===== config.mk =====
export PLATFORM = sky130hd
export DESIGN_NAME = uart_top
export DESIGN_NICKNAME = d
export VERILOG_FILES = /design/src/logic/uart_pkg.sv /design/src/logic/uart_top.sv /design/src/logic/uart_tx.sv /design/src/logic/uart_baud_gen.sv /design/src/logic/uart_regs.sv /design/src/logic/uart_fifo.sv
export SDC_FILE = /design/constraint.sdc
export NUM_CORES = 1
export LEC_CHECK = 0
export ABC_AREA = 1
export BUFFER_PORTS_ARGS = -buffer_cell sky130_fd_sc_hd__clkbuf_2
export CORE_MARGIN = 2
export CORE_UTILIZATION = 48
export CTS_CLUSTER_DIAMETER = 80
export DETAILED_ROUTE_END_ITERATION = 6
export HOLD_SLACK_MARGIN = 0.15
export PLACE_DENSITY = 0.66
export SYNTH_ARGS = -nofsm -noshare
export SYNTH_HDL_FRONTEND = slang
export SYNTH_SLANG_ARGS = --single-unit

===== constraint.sdc =====
create_clock -name clk_i -period 5.5 [get_ports clk_i]
set_clock_uncertainty 0.1 [all_clocks]
set_input_delay 0.55 -clock clk_i [delete_from_list [all_inputs] [get_ports clk_i]]
set_output_delay 0.55 -clock clk_i [all_outputs]
set_load 0.02 [all_outputs]

===== src/logic/uart_pkg.sv =====
package uart_pkg;

  ////////////////////////////////////////
  // Sizes
  ////////////////////////////////////////

  localparam int unsigned ADDR_W        = 3;   // Wishbone register address
  localparam int unsigned DIV_W         = 16;  // Baud divisor
  localparam int unsigned TX_FIFO_DEPTH = 16;  // Character entries
  localparam int unsigned FIFO_PTR_W    = 4;   // log2 of depth, wrap bit added on top

  ////////////////////////////////////////
  // Register map
  ////////////////////////////////////////

  // DLAB set steers addresses 0 and 1 to the divisor bytes
  localparam logic [ADDR_W-1:0] REG_THR_DLL = 3'd0;
  localparam logic [ADDR_W-1:0] REG_DLM     = 3'd1;
  localparam logic [ADDR_W-1:0] REG_FCR     = 3'd2;
  localparam logic [ADDR_W-1:0] REG_LCR     = 3'd3;
  localparam logic [ADDR_W-1:0] REG_LSR     = 3'd5;

  // LSR bit positions
  localparam int unsigned LSR_THR_EMPTY = 5;
  localparam int unsigned LSR_TX_EMPTY  = 6;

  ////////////////////////////////////////
  // Field encodings
  ////////////////////////////////////////

  // LCR[1:0]
  typedef enum logic [1:0] {
    WLEN_5 = 2'd0,
    WLEN_6 = 2'd1,
    WLEN_7 = 2'd2,
    WLEN_8 = 2'd3
  } word_len_t;

  // LCR[5:4], stick parity in the upper half
  typedef enum logic [1:0] {
    PAR_ODD  = 2'd0,
    PAR_EVEN = 2'd1,
    PAR_ONE  = 2'd2,
    PAR_ZERO = 2'd3
  } par_sel_t;

  // Transmit FSM
  typedef enum logic [2:0] {
    TX_IDLE,
    TX_START,
    TX_DATA,
    TX_PARITY,
    TX_STOP1,
    TX_STOP2,
    TX_FINISH
  } tx_state_t;

endpackage

===== src/logic/uart_top.sv =====
`timescale 1ns/100ps

module uart_top (
  input  logic                         clk_i,
  input  logic                         arst_n_i,
  input  logic                         wb_cyc_i,
  input  logic                         wb_stb_i,
  input  logic                         wb_we_i,
  input  logic [uart_pkg::ADDR_W-1:0]  wb_adr_i,
  input  logic [7:0]                   wb_dat_i,
  output logic [7:0]                   wb_dat_o,
  output logic                         wb_ack_o,
  output logic                         txd_o
);

  import uart_pkg::*;

  ////////////////////////////////////////
  // Register bank to transmitter
  ////////////////////////////////////////

  logic [7:0]       thr_data;
  logic             thr_write;
  word_len_t        word_len;
  logic             stop_two;
  logic             par_en;
  par_sel_t         par_sel;
  logic             set_break;
  logic             fifo_en;
  logic             tx_fifo_rst;
  logic             thr_empty;   // Back to LSR
  logic             tx_empty;
  logic [DIV_W-1:0] divisor;
  logic             baud_tick;
  logic             half_tick;

  uart_regs i_regs (
    .clk_i         (clk_i),
    .arst_n_i      (arst_n_i),
    .wb_cyc_i      (wb_cyc_i),
    .wb_stb_i      (wb_stb_i),
    .wb_we_i       (wb_we_i),
    .wb_adr_i      (wb_adr_i),
    .wb_dat_i      (wb_dat_i),
    .wb_dat_o      (wb_dat_o),
    .wb_ack_o      (wb_ack_o),
    .thr_empty_i   (thr_empty),
    .tx_empty_i    (tx_empty),
    .thr_data_o    (thr_data),
    .thr_write_o   (thr_write),
    .word_len_o    (word_len),
    .stop_two_o    (stop_two),
    .par_en_o      (par_en),
    .par_sel_o     (par_sel),
    .set_break_o   (set_break),
    .fifo_en_o     (fifo_en),
    .tx_fifo_rst_o (tx_fifo_rst),
    .divisor_o     (divisor)
  );

  // Bit clock
  uart_baud_gen i_baud (
    .clk_i       (clk_i),
    .arst_n_i    (arst_n_i),
    .divisor_i   (divisor),
    .baud_tick_o (baud_tick),
    .half_tick_o (half_tick)
  );

  uart_tx i_tx (
    .clk_i         (clk_i),
    .arst_n_i      (arst_n_i),
    .baud_tick_i   (baud_tick),
    .half_tick_i   (half_tick),
    .thr_data_i    (thr_data),
    .thr_write_i   (thr_write),
    .word_len_i    (word_len),
    .stop_two_i    (stop_two),
    .par_en_i      (par_en),
    .par_sel_i     (par_sel),
    .set_break_i   (set_break),
    .fifo_en_i     (fifo_en),
    .tx_fifo_rst_i (tx_fifo_rst),
    .thr_empty_o   (thr_empty),
    .tx_empty_o    (tx_empty),
    .txd_o         (txd_o)
  );

endmodule


===== src/logic/uart_tx.sv =====
`timescale 1ns/100ps

module uart_tx (
  input  logic                 clk_i,
  input  logic                 arst_n_i,
  input  logic                 baud_tick_i,
  input  logic                 half_tick_i,
  input  logic [7:0]           thr_data_i,
  input  logic                 thr_write_i,
  input  uart_pkg::word_len_t  word_len_i,
  input  logic                 stop_two_i,
  input  logic                 par_en_i,
  input  uart_pkg::par_sel_t   par_sel_i,
  input  logic                 set_break_i,
  input  logic                 fifo_en_i,
  input  logic                 tx_fifo_rst_i,
  output logic                 thr_empty_o,
  output logic                 tx_empty_o,
  output logic                 txd_o
);

  import uart_pkg::*;

  logic       fifo_flush;
  logic       fifo_push;
  logic       fifo_pop;
  logic       fifo_full;
  logic       fifo_empty;
  logic [7:0] fifo_data;

  logic       thr_full_q, thr_full_d;   // Holding register occupied
  tx_state_t  state_q, state_d;
  logic [7:0] tsr_q, tsr_d;             // Shift register, masked at load
  logic [2:0] bit_cnt_q, bit_cnt_d;
  logic       txd_q, txd_d;             // Line value, one bit time each

  logic [2:0] last_bit;
  logic [7:0] len_mask;
  logic       short_stop;               // 1.5 stop bits

  ////////////////////////////////////////
  // Character FIFO
  ////////////////////////////////////////

  uart_fifo i_fifo (
    .clk_i    (clk_i),
    .arst_n_i (arst_n_i),
    .flush_i  (fifo_flush),
    .push_i   (fifo_push),
    .data_i   (thr_data_i),
    .pop_i    (fifo_pop),
    .data_o   (fifo_data),
    .full_o   (fifo_full),
    .empty_o  (fifo_empty)
  );

  assign fifo_flush = tx_fifo_rst_i | ~fifo_en_i;  // Held empty in holding mode
  // THR drains into FIFO when there is space, not during a reset
  assign fifo_push  = fifo_en_i & thr_full_q & ~fifo_full & ~tx_fifo_rst_i;

  // Word length decode
  assign last_bit   = {1'b1, word_len_i};  // Index of last data bit, 4 to 7
  assign short_stop = (word_len_i == WLEN_5) & stop_two_i;

  always_comb begin
    case (word_len_i)
      WLEN_5:  len_mask = 8'h1f;
      WLEN_6:  len_mask = 8'h3f;
      WLEN_7:  len_mask = 8'h7f;
      default: len_mask = 8'hff;
    endcase
  end

  ////////////////////////////////////////
  // Transmit FSM
  ////////////////////////////////////////

  always_comb begin
    state_d    = state_q;
    tsr_d      = tsr_q;
    bit_cnt_d  = bit_cnt_q;
    txd_d      = txd_q;
    fifo_pop   = 1'b0;
    thr_full_d = thr_full_q;

    // Holding register bookkeeping, a new write wins over the drain
    if (fifo_push) begin
      thr_full_d = 1'b0;
    end

    case (state_q)
      TX_IDLE: begin
        txd_d     = 1'b1;  // Line idles high
        bit_cnt_d = '0;
        if (fifo_en_i) begin
          if (!fifo_empty && !tx_fifo_rst_i) begin
            tsr_d    = fifo_data & len_mask;
            fifo_pop = 1'b1;
            state_d  = TX_START;
          end
        end else if (thr_full_q) begin
          tsr_d      = thr_data_i & len_mask;
          thr_full_d = 1'b0;
          state_d    = TX_START;
        end
      end

      TX_START: begin
        if (baud_tick_i) begin
          txd_d   = 1'b0;  // Start bit
          state_d = TX_DATA;
        end
      end

      TX_DATA: begin
        if (baud_tick_i) begin
          txd_d     = tsr_q[bit_cnt_q];  // LSB first
          bit_cnt_d = bit_cnt_q + 1'b1;
          if (bit_cnt_q == last_bit) begin
            state_d = par_en_i ? TX_PARITY : TX_STOP1;
          end
        end
      end

      TX_PARITY: begin
        if (baud_tick_i) begin
          case (par_sel_i)
            PAR_ODD:  txd_d = ~(^tsr_q);
            PAR_EVEN: txd_d = ^tsr_q;
            PAR_ONE:  txd_d = 1'b1;
            default:  txd_d = 1'b0;  // Forced 0
          endcase
          state_d = TX_STOP1;
        end
      end

      TX_STOP1: begin
        if (baud_tick_i) begin
          txd_d   = 1'b1;
          state_d = stop_two_i ? TX_STOP2 : TX_FINISH;
        end
      end

      TX_STOP2: begin
        if (baud_tick_i) begin
          state_d = TX_FINISH;  // Second stop bit begins
        end
      end

      TX_FINISH: begin
        // Last stop bit ends, half a bit early for short frames
        if (short_stop ? half_tick_i : baud_tick_i) begin
          state_d = TX_IDLE;
        end
      end

      default: state_d = TX_IDLE;
    endcase

    if (thr_write_i) begin
      thr_full_d = 1'b1;
    end
  end

  ////////////////////////////////////////
  // Registers
  ////////////////////////////////////////

  always_ff @(posedge clk_i or negedge arst_n_i) begin
    if (!arst_n_i) begin
      state_q    <= TX_IDLE;
      bit_cnt_q  <= '0;
      txd_q      <= 1'b1;  // Idle line after reset
      thr_full_q <= 1'b0;
    end else begin
      state_q    <= state_d;
      bit_cnt_q  <= bit_cnt_d;
      txd_q      <= txd_d;
      thr_full_q <= thr_full_d;
    end
  end

  always_ff @(posedge clk_i) begin
    tsr_q <= tsr_d;
  end

  // Outputs
  assign txd_o       = txd_q & ~set_break_i;  // Break forces spacing
  assign thr_empty_o = ~thr_full_q & (~fifo_en_i | fifo_empty);
  assign tx_empty_o  = thr_empty_o & (state_q == TX_IDLE);

endmodule


===== src/logic/uart_baud_gen.sv =====
`timescale 1ns/100ps

module uart_baud_gen (
  input  logic                        clk_i,
  input  logic                        arst_n_i,
  input  logic [uart_pkg::DIV_W-1:0]  divisor_i,
  output logic                        baud_tick_o,   // One per bit period
  output logic                        half_tick_o    // Baud tick plus mid-period tick
);

  import uart_pkg::*;

  logic [DIV_W-1:0] cnt_q;
  logic [DIV_W-1:0] div_q;   // Last divisor seen
  logic             div_changed;
  logic             run;

  assign div_changed = (divisor_i != div_q);
  assign run         = (divisor_i != '0) & ~div_changed;  // Zero divisor stops both ticks

  assign baud_tick_o = run & (cnt_q == '0);
  assign half_tick_o = baud_tick_o | (run & (cnt_q == (divisor_i >> 1)));

  ////////////////////////////////////////
  // Down-counter
  ////////////////////////////////////////

  always_ff @(posedge clk_i or negedge arst_n_i) begin
    if (!arst_n_i) begin
      cnt_q <= '0;
      div_q <= '0;
    end else begin
      div_q <= divisor_i;
      if (divisor_i == '0) begin
        cnt_q <= '0;
      end else if (div_changed || (cnt_q == '0)) begin
        cnt_q <= divisor_i - 1'b1;  // Restart on new divisor or reload after tick
      end else begin
        cnt_q <= cnt_q - 1'b1;
      end
    end
  end

endmodule


===== src/logic/uart_regs.sv =====
`timescale 1ns/100ps

module uart_regs (
  input  logic                         clk_i,
  input  logic                         arst_n_i,
  // Wishbone classic slave
  input  logic                         wb_cyc_i,
  input  logic                         wb_stb_i,
  input  logic                         wb_we_i,
  input  logic [uart_pkg::ADDR_W-1:0]  wb_adr_i,
  input  logic [7:0]                   wb_dat_i,
  output logic [7:0]                   wb_dat_o,
  output logic                         wb_ack_o,
  // Status from transmitter
  input  logic                         thr_empty_i,
  input  logic                         tx_empty_i,
  // Transmit control
  output logic [7:0]                   thr_data_o,
  output logic                         thr_write_o,
  output uart_pkg::word_len_t          word_len_o,
  output logic                         stop_two_o,
  output logic                         par_en_o,
  output uart_pkg::par_sel_t           par_sel_o,
  output logic                         set_break_o,
  output logic                         fifo_en_o,
  output logic                         tx_fifo_rst_o,
  output logic [uart_pkg::DIV_W-1:0]   divisor_o
);

  import uart_pkg::*;

  logic             ack_q;
  logic             access;    // First cycle of a bus access
  logic             wr_en;
  logic             dlab;
  logic [7:0]       lcr_q;
  logic             fifo_en_q;
  logic [DIV_W-1:0] div_q;
  logic [7:0]       thr_q;
  logic [7:0]       rd_data;
  logic [7:0]       dat_q;

  assign access = wb_cyc_i & wb_stb_i & ~ack_q;  // Ack drops the access for one cycle
  assign wr_en  = access & wb_we_i;
  assign dlab   = lcr_q[7];

  ////////////////////////////////////////
  // Write strobes, valid in the ack cycle before
  ////////////////////////////////////////

  assign thr_write_o   = wr_en & (wb_adr_i == REG_THR_DLL) & ~dlab;
  assign tx_fifo_rst_o = wr_en & (wb_adr_i == REG_FCR) & wb_dat_i[2];  // Bit 2 self-clears

  // Read mux
  always_comb begin
    logic [7:0] lsr;
    lsr                = '0;
    lsr[LSR_THR_EMPTY] = thr_empty_i;
    lsr[LSR_TX_EMPTY]  = tx_empty_i;
    case (wb_adr_i)
      REG_THR_DLL: rd_data = dlab ? div_q[7:0] : 8'h00;   // RBR not present
      REG_DLM:     rd_data = dlab ? div_q[15:8] : 8'h00;  // IER not present
      REG_LCR:     rd_data = lcr_q;
      REG_LSR:     rd_data = lsr;
      default:     rd_data = 8'h00;  // Unmapped, still acked
    endcase
  end

  ////////////////////////////////////////
  // Registers
  ////////////////////////////////////////

  always_ff @(posedge clk_i or negedge arst_n_i) begin
    if (!arst_n_i) begin
      ack_q     <= 1'b0;
      lcr_q     <= '0;   // 5-bit words, no parity
      fifo_en_q <= 1'b0;
      div_q     <= '0;   // Baud ticks stopped
    end else begin
      ack_q <= access;
      if (wr_en) begin
        case (wb_adr_i)
          REG_THR_DLL: if (dlab) div_q[7:0] <= wb_dat_i;
          REG_DLM:     if (dlab) div_q[15:8] <= wb_dat_i;
          REG_FCR:     fifo_en_q <= wb_dat_i[0];
          REG_LCR:     lcr_q <= wb_dat_i;
          default: ;
        endcase
      end
    end
  end

  // Holding register and read data
  always_ff @(posedge clk_i) begin
    if (thr_write_o) begin
      thr_q <= wb_dat_i;
    end
    if (access) begin
      dat_q <= rd_data;  // Held while ack is high
    end
  end

  assign wb_ack_o    = ack_q;
  assign wb_dat_o    = dat_q;
  assign thr_data_o  = thr_q;
  assign word_len_o  = word_len_t'(lcr_q[1:0]);
  assign stop_two_o  = lcr_q[2];
  assign par_en_o    = lcr_q[3];
  assign par_sel_o   = par_sel_t'(lcr_q[5:4]);
  assign set_break_o = lcr_q[6];
  assign fifo_en_o   = fifo_en_q;
  assign divisor_o   = div_q;

endmodule


===== src/logic/uart_fifo.sv =====
`timescale 1ns/100ps

module uart_fifo (
  input  logic       clk_i,
  input  logic       arst_n_i,
  input  logic       flush_i,
  input  logic       push_i,
  input  logic [7:0] data_i,
  input  logic       pop_i,
  output logic [7:0] data_o,   // Head entry
  output logic       full_o,
  output logic       empty_o
);

  import uart_pkg::*;

  logic [7:0]          mem [TX_FIFO_DEPTH];
  logic [FIFO_PTR_W:0] wr_ptr_q;   // MSB is the wrap bit
  logic [FIFO_PTR_W:0] rd_ptr_q;
  logic                push_ok;
  logic                pop_ok;

  // Same index, different wrap means full
  assign empty_o = (wr_ptr_q == rd_ptr_q);
  assign full_o  = (wr_ptr_q[FIFO_PTR_W] != rd_ptr_q[FIFO_PTR_W])
                 & (wr_ptr_q[FIFO_PTR_W-1:0] == rd_ptr_q[FIFO_PTR_W-1:0]);

  assign push_ok = push_i & ~full_o;   // Dropped when full
  assign pop_ok  = pop_i & ~empty_o;   // Ignored when empty

  assign data_o = mem[rd_ptr_q[FIFO_PTR_W-1:0]];

  ////////////////////////////////////////
  // Pointers
  ////////////////////////////////////////

  always_ff @(posedge clk_i or negedge arst_n_i) begin
    if (!arst_n_i) begin
      wr_ptr_q <= '0;
      rd_ptr_q <= '0;
    end else if (flush_i) begin
      wr_ptr_q <= '0;  // Empty in one cycle
      rd_ptr_q <= '0;
    end else begin
      if (push_ok) begin
        wr_ptr_q <= wr_ptr_q + 1'b1;
      end
      if (pop_ok) begin
        rd_ptr_q <= rd_ptr_q + 1'b1;
      end
    end
  end

  // Storage
  always_ff @(posedge clk_i) begin
    if (push_ok && !flush_i) begin
      mem[wr_ptr_q[FIFO_PTR_W-1:0]] <= data_i;
    end
  end

endmodule


# --- Word level (Yosys, flattened, before mapping) ---
# Memories as Yosys holds them, arrays and structs flattened.
# Index checks and enable logic that the tools add are counted.
# W data, S select, Z words.
op_classes:
  bitwise: 35
  addsub: 5
  eq_ne: 30
  magnitude_cmp: 1
  n_reduce_logical: 27
  n_mux: 47
op_table:
  columns: ["operator", "count"]
  rows:
  - ["$mux W8", 5]
  - ["$mux W3", 12]
  - ["$logic_not A16 Y1", 2]
  - ["$mux W16", 2]
  - ["$pmux W8 S4", 1]
  - ["$sub A16 B1 Y16 const B", 2]
  - ["$pmux W8 S3", 1]
  - ["$pmux W3 S7", 1]
  - ["$and A1 B1 Y1", 20]
  - ["$mux W5", 4]
  - ["$and A8 B8 Y8", 2]
  - ["$eq A16 B15 Y1", 1]
  - ["$mux W1", 16]
  - ["$ne A16 B16 Y1", 1]
  - ["$reduce_bool A16 Y1", 1]
  - ["$eq A3 B2 Y1 const B", 4]
  - ["$eq A3 B3 Y1 const B", 4]
  - ["$add A5 B1 Y5 const B", 2]
  - ["$ne A2 B2 Y1 const B", 5]
  - ["$not A1 Y1", 10]
  - ["$reduce_and A3 Y1", 3]
  - ["$reduce_and A9 Y1", 1]
  - ["$reduce_bool A2 Y1", 4]
  - ["$reduce_xor A8 Y1", 1]
  - ["25 further kinds", 40]
totals:
  mem_bits_rw: 128
  ff_bits: 100
  in_bits: 16
  n_memories: 1
  wordCells: 162
  output_inout_bits: 10
memory_table:
  columns: ["memory", "words", "word_bits", "read_ports", "rd_clocked_by_memory_dff", "write_ports", "line_no", "text"]
  rows:
  - ["i_tx.i_fifo.mem", 16, 8, 1, 0, 1, "uart_fifo.sv:17", "logic [7:0] mem [TX_FIFO_DEPTH];"]

# --- Longest topological paths before layout ---
depth:
  depth_word: 13
  depth_mapped: 18
  ltp_nobuf: 16

# --- Hierarchy ---
# From an unflattened synthesis, not the netlist that was laid out.
hier_totals:
  cells_unflattened: 1256
  area_unflattened_um2: 11270.8
modules_own_cells:
  columns: ["module", "area_per_inst_um2", "seq_area_each_um2", "cells_per_inst", "instances"]
  rows:
  - ["uart_fifo", 5866.9, 4093.9, 514, 1]
  - ["uart_baud_gen", 2358.5, 800.8, 367, 1]
  - ["uart_regs", 1866.8, 1131.1, 191, 1]
  - ["uart_tx", 1178.6, 441.7, 184, 1]

# --- Least setup slack after synthesis ---
# OpenSTA, ideal clock, no wires.
synth_timing:
  path_kind: "input -> register"
  start: "input port wb_adr_i[2] (netlist name)"
  end: "memory i_tx.i_fifo.mem[0][0] (enable)"
  path_stages: 9
  n_path_buf: 1
  setup_ps: 370
  arrival_time_ps: 2052
  required_time_ps: 5030
  setup_slack_ps: 2978
  cell_sequence: "clkbuf_1 -> nor3_1 -> nand3_1 -> nand2_1 -> inv_1 -> nand3_1 -> inv_1 -> nand2_1 -> nor2_1"
synth_between:
  elab_chain_len: 9
  elab_cells_between_ends: 11
  cone_classes: "eq/ne (1); mux (2); bitwise (6); reduce/logical (2)"
synth_lines:
  columns: ["item", "line_no", "text"]
  rows:
  - ["start, declared", "uart_top.sv:9", "input logic [uart_pkg::ADDR_W-1:0] wb_adr_i,"]
  - ["$eq A3 B2 Y1 *", "uart_regs.sv:52", "assign tx_fifo_rst_o = wr_en & (wb_adr_i == REG_FCR) & wb_dat_i[2];"]
  - ["$and A1 B1 Y1 * (2 in a row)", "uart_regs.sv:52", null]
  - ["$not A1 Y1", "uart_tx.sv:59", "assign fifo_push = fifo_en_i & thr_full_q & ~fifo_full & ~tx_fifo_rst_i;"]
  - ["$and A1 B1 Y1", "uart_tx.sv:59", null]
  - ["$and A1 B1 Y1", "uart_fifo.sv:28", "assign push_ok = push_i & ~full_o;"]
  - ["$logic_and A1 B1 Y1 *", "uart_fifo.sv:56", "if (push_ok && !flush_i) begin"]
  - ["$mux W1 *", "uart_fifo.sv:56", null]
  - ["$mux W1 (not written as such) *", "uart_fifo.sv:57", "mem[wr_ptr_q[FIFO_PTR_W-1:0]] <= data_i;"]
  - ["end, declared", "uart_fifo.sv:17", null]
# Every way passes the cells marked *; elsewhere a longest branch is shown, timed or not.

# --- Final worst setup path ---
layout_timing:
  start: "register i_regs.div_q[10] (netlist: i_regs.divisor_o[10])"
  end: "register i_baud.cnt_q[12]"
layout_between:
  elab_chain_len: 4
  elab_cells_between_ends: 6
  cone_classes: "add/sub (1); eq/ne (1); mux (2); reduce/logical (2)"
layout_lines:
  columns: ["item", "line_no", "text"]
  rows:
  - ["start, declared", "uart_regs.sv:38", "logic [DIV_W-1:0] div_q;"]
  - ["start signal, assigned", "uart_regs.sv:84", "REG_DLM: if (dlab) div_q[15:8] <= wb_dat_i;"]
  - ["branches (longest 3 deep; another with $sub A16 B1 Y16)", null, null]
  - ["$mux W16 *", "uart_baud_gen.sv:34", "if (divisor_i == '0) begin"]
  - ["end signal, assigned", "uart_baud_gen.sv:37", "cnt_q <= divisor_i - 1'b1;"]
  - ["end signal, assigned", "uart_baud_gen.sv:39", "cnt_q <= cnt_q - 1'b1;"]
  - ["end, declared", "uart_baud_gen.sv:13", "logic [DIV_W-1:0] cnt_q;"]
# Every way passes the cells marked *.
# A chain may end at the register's enable or synchronous reset.

==> flow_metrics.py <==
metrics = {
    "clock_tree": {
        "post_cts_buffers": 0,
        "clock-sinks": 228,
        "cts_buffers": 24,
        "path_clk_slew_ns": 0.06,
        "clk_latency_ns": 0.51,
        "clock_path_buffers": 3,
        "ctsHtreeMaxLevel": 1,
        "cts.root.buffer_cell": "clkbuf_16",
        "cts_tree": "yes",
    },
    "route": {
        "met1_length_um": 11590,
        "wl_met2_um": 12180,
        "vias": 7923,
        "ant_nets": 0,
        "dr.pass1.iters": 5,
        "via_per_inst": 5.704,
        "wirelength_um": 26950,
        "wire_per_inst_um": 19.40,
        "drc": 0,
        "drtIter0Drc": 837,
        "top_layer": "met4",
        "dr_wl_met3_um": 2001,
    },
    "sta": {
        "period_minus_slack_ns": 3.148,
        "rsz0062_at_grt": "no",
        "finalSetupViolations": 0,
        "worst_pin_slew_ns": 1.108,
        "hold_ws_ns": 0.1623,
        "relSlewSlack_pct": 26.16,
        "setup_ws_ns": 2.352,
        "slew_violations": 0,
        "max_freq_ghz": 0.3177,
        "tns_ns": 0,
        "period_share_pct": 57.23,
        "hold_viol_final": 0,
    },
    "setup_path": {
        "r2r_start": "i_regs.divisor_o[10]",
        "cp_common_cell": "nand2_1",
        "slowest_stage": "dfrtp_1",
        "r2r-end": "i_baud.cnt_q[12]",
        "cp_data_required_time_ns": 5.80,
        "startpoint_type": "flip-flop",
        "path_class": "reg -> reg",
        "slowest_delay_ns": 0.58,
        "path_max_fanout": 28,
        "r2r_cells": 16,
        "cp_cell_sequence": "inv_2 -> nand2_1 -> nand2_1 -> nor2_1 -> nand2_1 -> nor2_4 -> nand3_4 -> nand2_1 -> nand2_1 -> ha_1 -> nand3_1 -> inv_1 -> nand3_1 -> nand2_1 -> nand2_1 -> nor2_1",
        "r2r_slack_ns": 2.35,
        "crit_path_end_kind": "flip-flop",
        "crit_family": "simple AND/OR/NAND/NOR gates",
        "cp_num_buf_inv": 2,
        "crit_arrival_ns": 3.45,
    },
    "synthesis": {
        "ys_ff_latch": 228,
        "seq_area_frac_synth_pct": 61.24,
        "yosysWarnings": 0,
        "syn_nets": 1102,
        "synth_cells": 1079,
        "synth_cell_types": 42,
        "syn_area_um2": 10560,
        "syn_avg_cell_area_um2": 9.788,
    },
    "floorplanning": {
        "core_area_um2": 21690,
        "rows": 54,
        "io_pins": 26,
        "start_util_pct": 48.70,
        "die_area_um2": 23210,
        "die_h_um": 152.3,
        "die_x_um": 152.3,
    },
    "flow_run": {
        "maxCapViolCount": 0,
    },
    "layout": {
        "utilization_pct": 53.84,
        "drive_gt1_share_pct": 7.755,
        "finalNetCount": 1116,
        "syn2layout_area_growth_pct": 10.56,
        "diodes": 0,
        "fillers": 1915,
        "final_cells": 1389,
        "final_design_area_no_fill_um2": 11680,
    },
    "min_path": {
        "worstHoldEndpoint": "i_regs.thr_data_o[6]",
        "hold_depth": 1,
        "hold_path_class": "in -> reg",
        "min_from": "wb_dat_i[6]",
    },
    "grt": {
        "grt.total_usage_pct": 22.89,
        "grt_pass1_wl_um": 41760,
        "grt_overflow": 0,
        "grt_max_degree": 77,
        "grt_pass1_vias": 7429,
        "antenna_found_initial": 0,
    },
    "power": {
        "total_power_mw": 4.734,
        "power_density_nw_per_um2": 405.4,
        "p_leak_nw": 4.647,
        "vdd_drop_max_uv": 296.6,
    },
    "placement": {
        "dp_cells": 1341,
        "port-buffer-count": 25,
        "routabilityCongestion": 0.9290,
        "pre_cts_slack_ns": 2.306,
        "dp_hpwl_um": 18160,
        "placed_cell_area_um2": 10860,
    },
    "outcome": {
        "status": "finished clean",
    },
}
routing by layer:
| layer | vias up | track usage [%] |
|---|---|---|
| li1 | 3730 | - |
| met1 | 3776 | 32.34 |
| met2 | 341 | 34.90 |
| met3 | 76 | 3.470 |
| met4 | 0 | 11.17 |
| met5 | - | 0 |
how the worst max path moves through the flow:
stage,from,depth (start not counted),end,slack (ns)
floorplan,wb_adr_i[2],9,i_tx.i_fifo.mem[0][0],2.98
global placement,wb_cyc_i,10,i_tx.i_fifo.mem[13][3],2.31
detailed placement,wb_cyc_i,10,i_tx.i_fifo.mem[9][7],2.31
CTS,i_tx.i_fifo.rd_ptr_q[1],7,i_tx.i_fifo.mem[9][5],2.41
global route,i_regs.divisor_o[10],16,i_baud.cnt_q[12],2.05
finish,i_regs.divisor_o[10],16,i_baud.cnt_q[12],2.35
cells in the final DEF, fill, tap and decap left out, types with 7 or more instances in the layout:
master	synthesis	final
nor2_1	170	170
nand3_1	36	36
mux2i_1	9	9
o21ai_0	87	87
dfrtp_1	75	73
clkinv_2	0	7
edfxtp_1	152	152
inv_1	85	85
ha_1	7	7
nand2_1	233	233
xnor2_1	12	12
o32ai_1	21	21
a21oi_1	20	20
a31oi_1	10	10
nand4_1	38	38
clkbuf_16	0	25
xor2_1	14	14
nor3_1	13	13
clkbuf_2	0	24
o221ai_1	14	14
sequential cells by signal (all words and copies together), names as in the netlist:
signal and cells:
i_regs.divisor_o 16, i_tx.txd_q 1, i_regs.wb_ack_o 1, i_regs.wb_dat_o 8
i_regs.thr_data_o 8, i_tx.i_fifo.mem 128, i_tx.thr_full_q 1, i_tx.tsr_q 8
i_baud.div_q 16, i_tx.i_fifo.rd_ptr_q 5, i_tx.i_fifo.wr_ptr_q 5, i_tx.state_q 3
i_baud.cnt_q 16, i_regs.fifo_en_o 1, i_tx.bit_cnt_q 3, i_regs.lcr_q 8
Yosys cell counts:
cell / number / area share (%)
nor3b_1: 2 / 0.14
xnor2_1: 12 / 1.0
and3_1: 1 / 0.059
buf_6: 2 / 0.21
nor2_2: 5 / 0.30
a22oi_1: 2 / 0.14
edfxtp_1: 152 / 43
o2111ai_1: 1 / 0.083
nor2_1: 170 / 6.0
nand2_2: 1 / 0.059
nand3_4: 1 / 0.17
nor4_2: 2 / 0.24
o221ai_1: 14 / 1.2
nand3b_1: 2 / 0.14
o21ai_0: 87 / 4.1
mux2i_1: 9 / 0.85
a21oi_1: 20 / 0.95
nor3_2: 1 / 0.095
buf_2: 4 / 0.19
xor2_1: 14 / 1.2
ha_1: 7 / 0.83
nand4_1: 38 / 2.3
nor4_1: 2 / 0.12
o31ai_1: 1 / 0.071
nor2_8: 1 / 0.19
buf_1: 2 / 0.071
clkbuf_1: 36 / 1.3
clkinv_1: 2 / 0.071
inv_1: 85 / 3.0
a31oi_1: 10 / 0.59
nand2_1: 233 / 8.3
nand3_1: 36 / 1.7
o211ai_1: 4 / 0.28
nor3_1: 13 / 0.62
o32ai_1: 21 / 1.7
a31o_2: 1 / 0.083
dfstp_2: 1 / 0.25
inv_2: 6 / 0.21
nor2_4: 1 / 0.11
dfrtp_1: 75 / 18
buf_4: 1 / 0.071
o22ai_1: 1 / 0.059
final cells by class:
cell class	count	area [µm²]	area share, %
Tap cell	280	350.3	3.000
Inverter	93	349.1	2.990
Sequential cell	228	6470	55.41
Clock buffer	31	668.1	5.722
Timing Repair Buffer	33	202.7	1.736
Clock inverter	11	83.83	0.7180
Multi-Input combinational cell	713	3552	30.42
logic make-up (layout without fill, tap and decap cells):
logic type | after synthesis | count (layout) | synth area share (%)
buffers and inverters | 138 | 168 | 5.130
adders and majority gates | 7 | 7 | 0.8292
and+or+nand+nor | 509 | 509 | 20.51
DFF | 228 | 228 | 61.24
xor gates and xnor gates | 26 | 26 | 2.156
muxes | 9 | 9 | 0.8530
AOI/OAI and AO/OA | 162 | 162 | 9.288
power breakdown:
group	switching, mW	internal [mW]
combinational	0.821	0.356
sequential	0.105	1.91
clock	0.640	0.900
repair_timing:
action,CTS,global route
resized for setup,0,0
endpoints found under the hold margin,30,0
hold buffers,6,0
No activity file was read; power rests on OpenSTA's default activity.
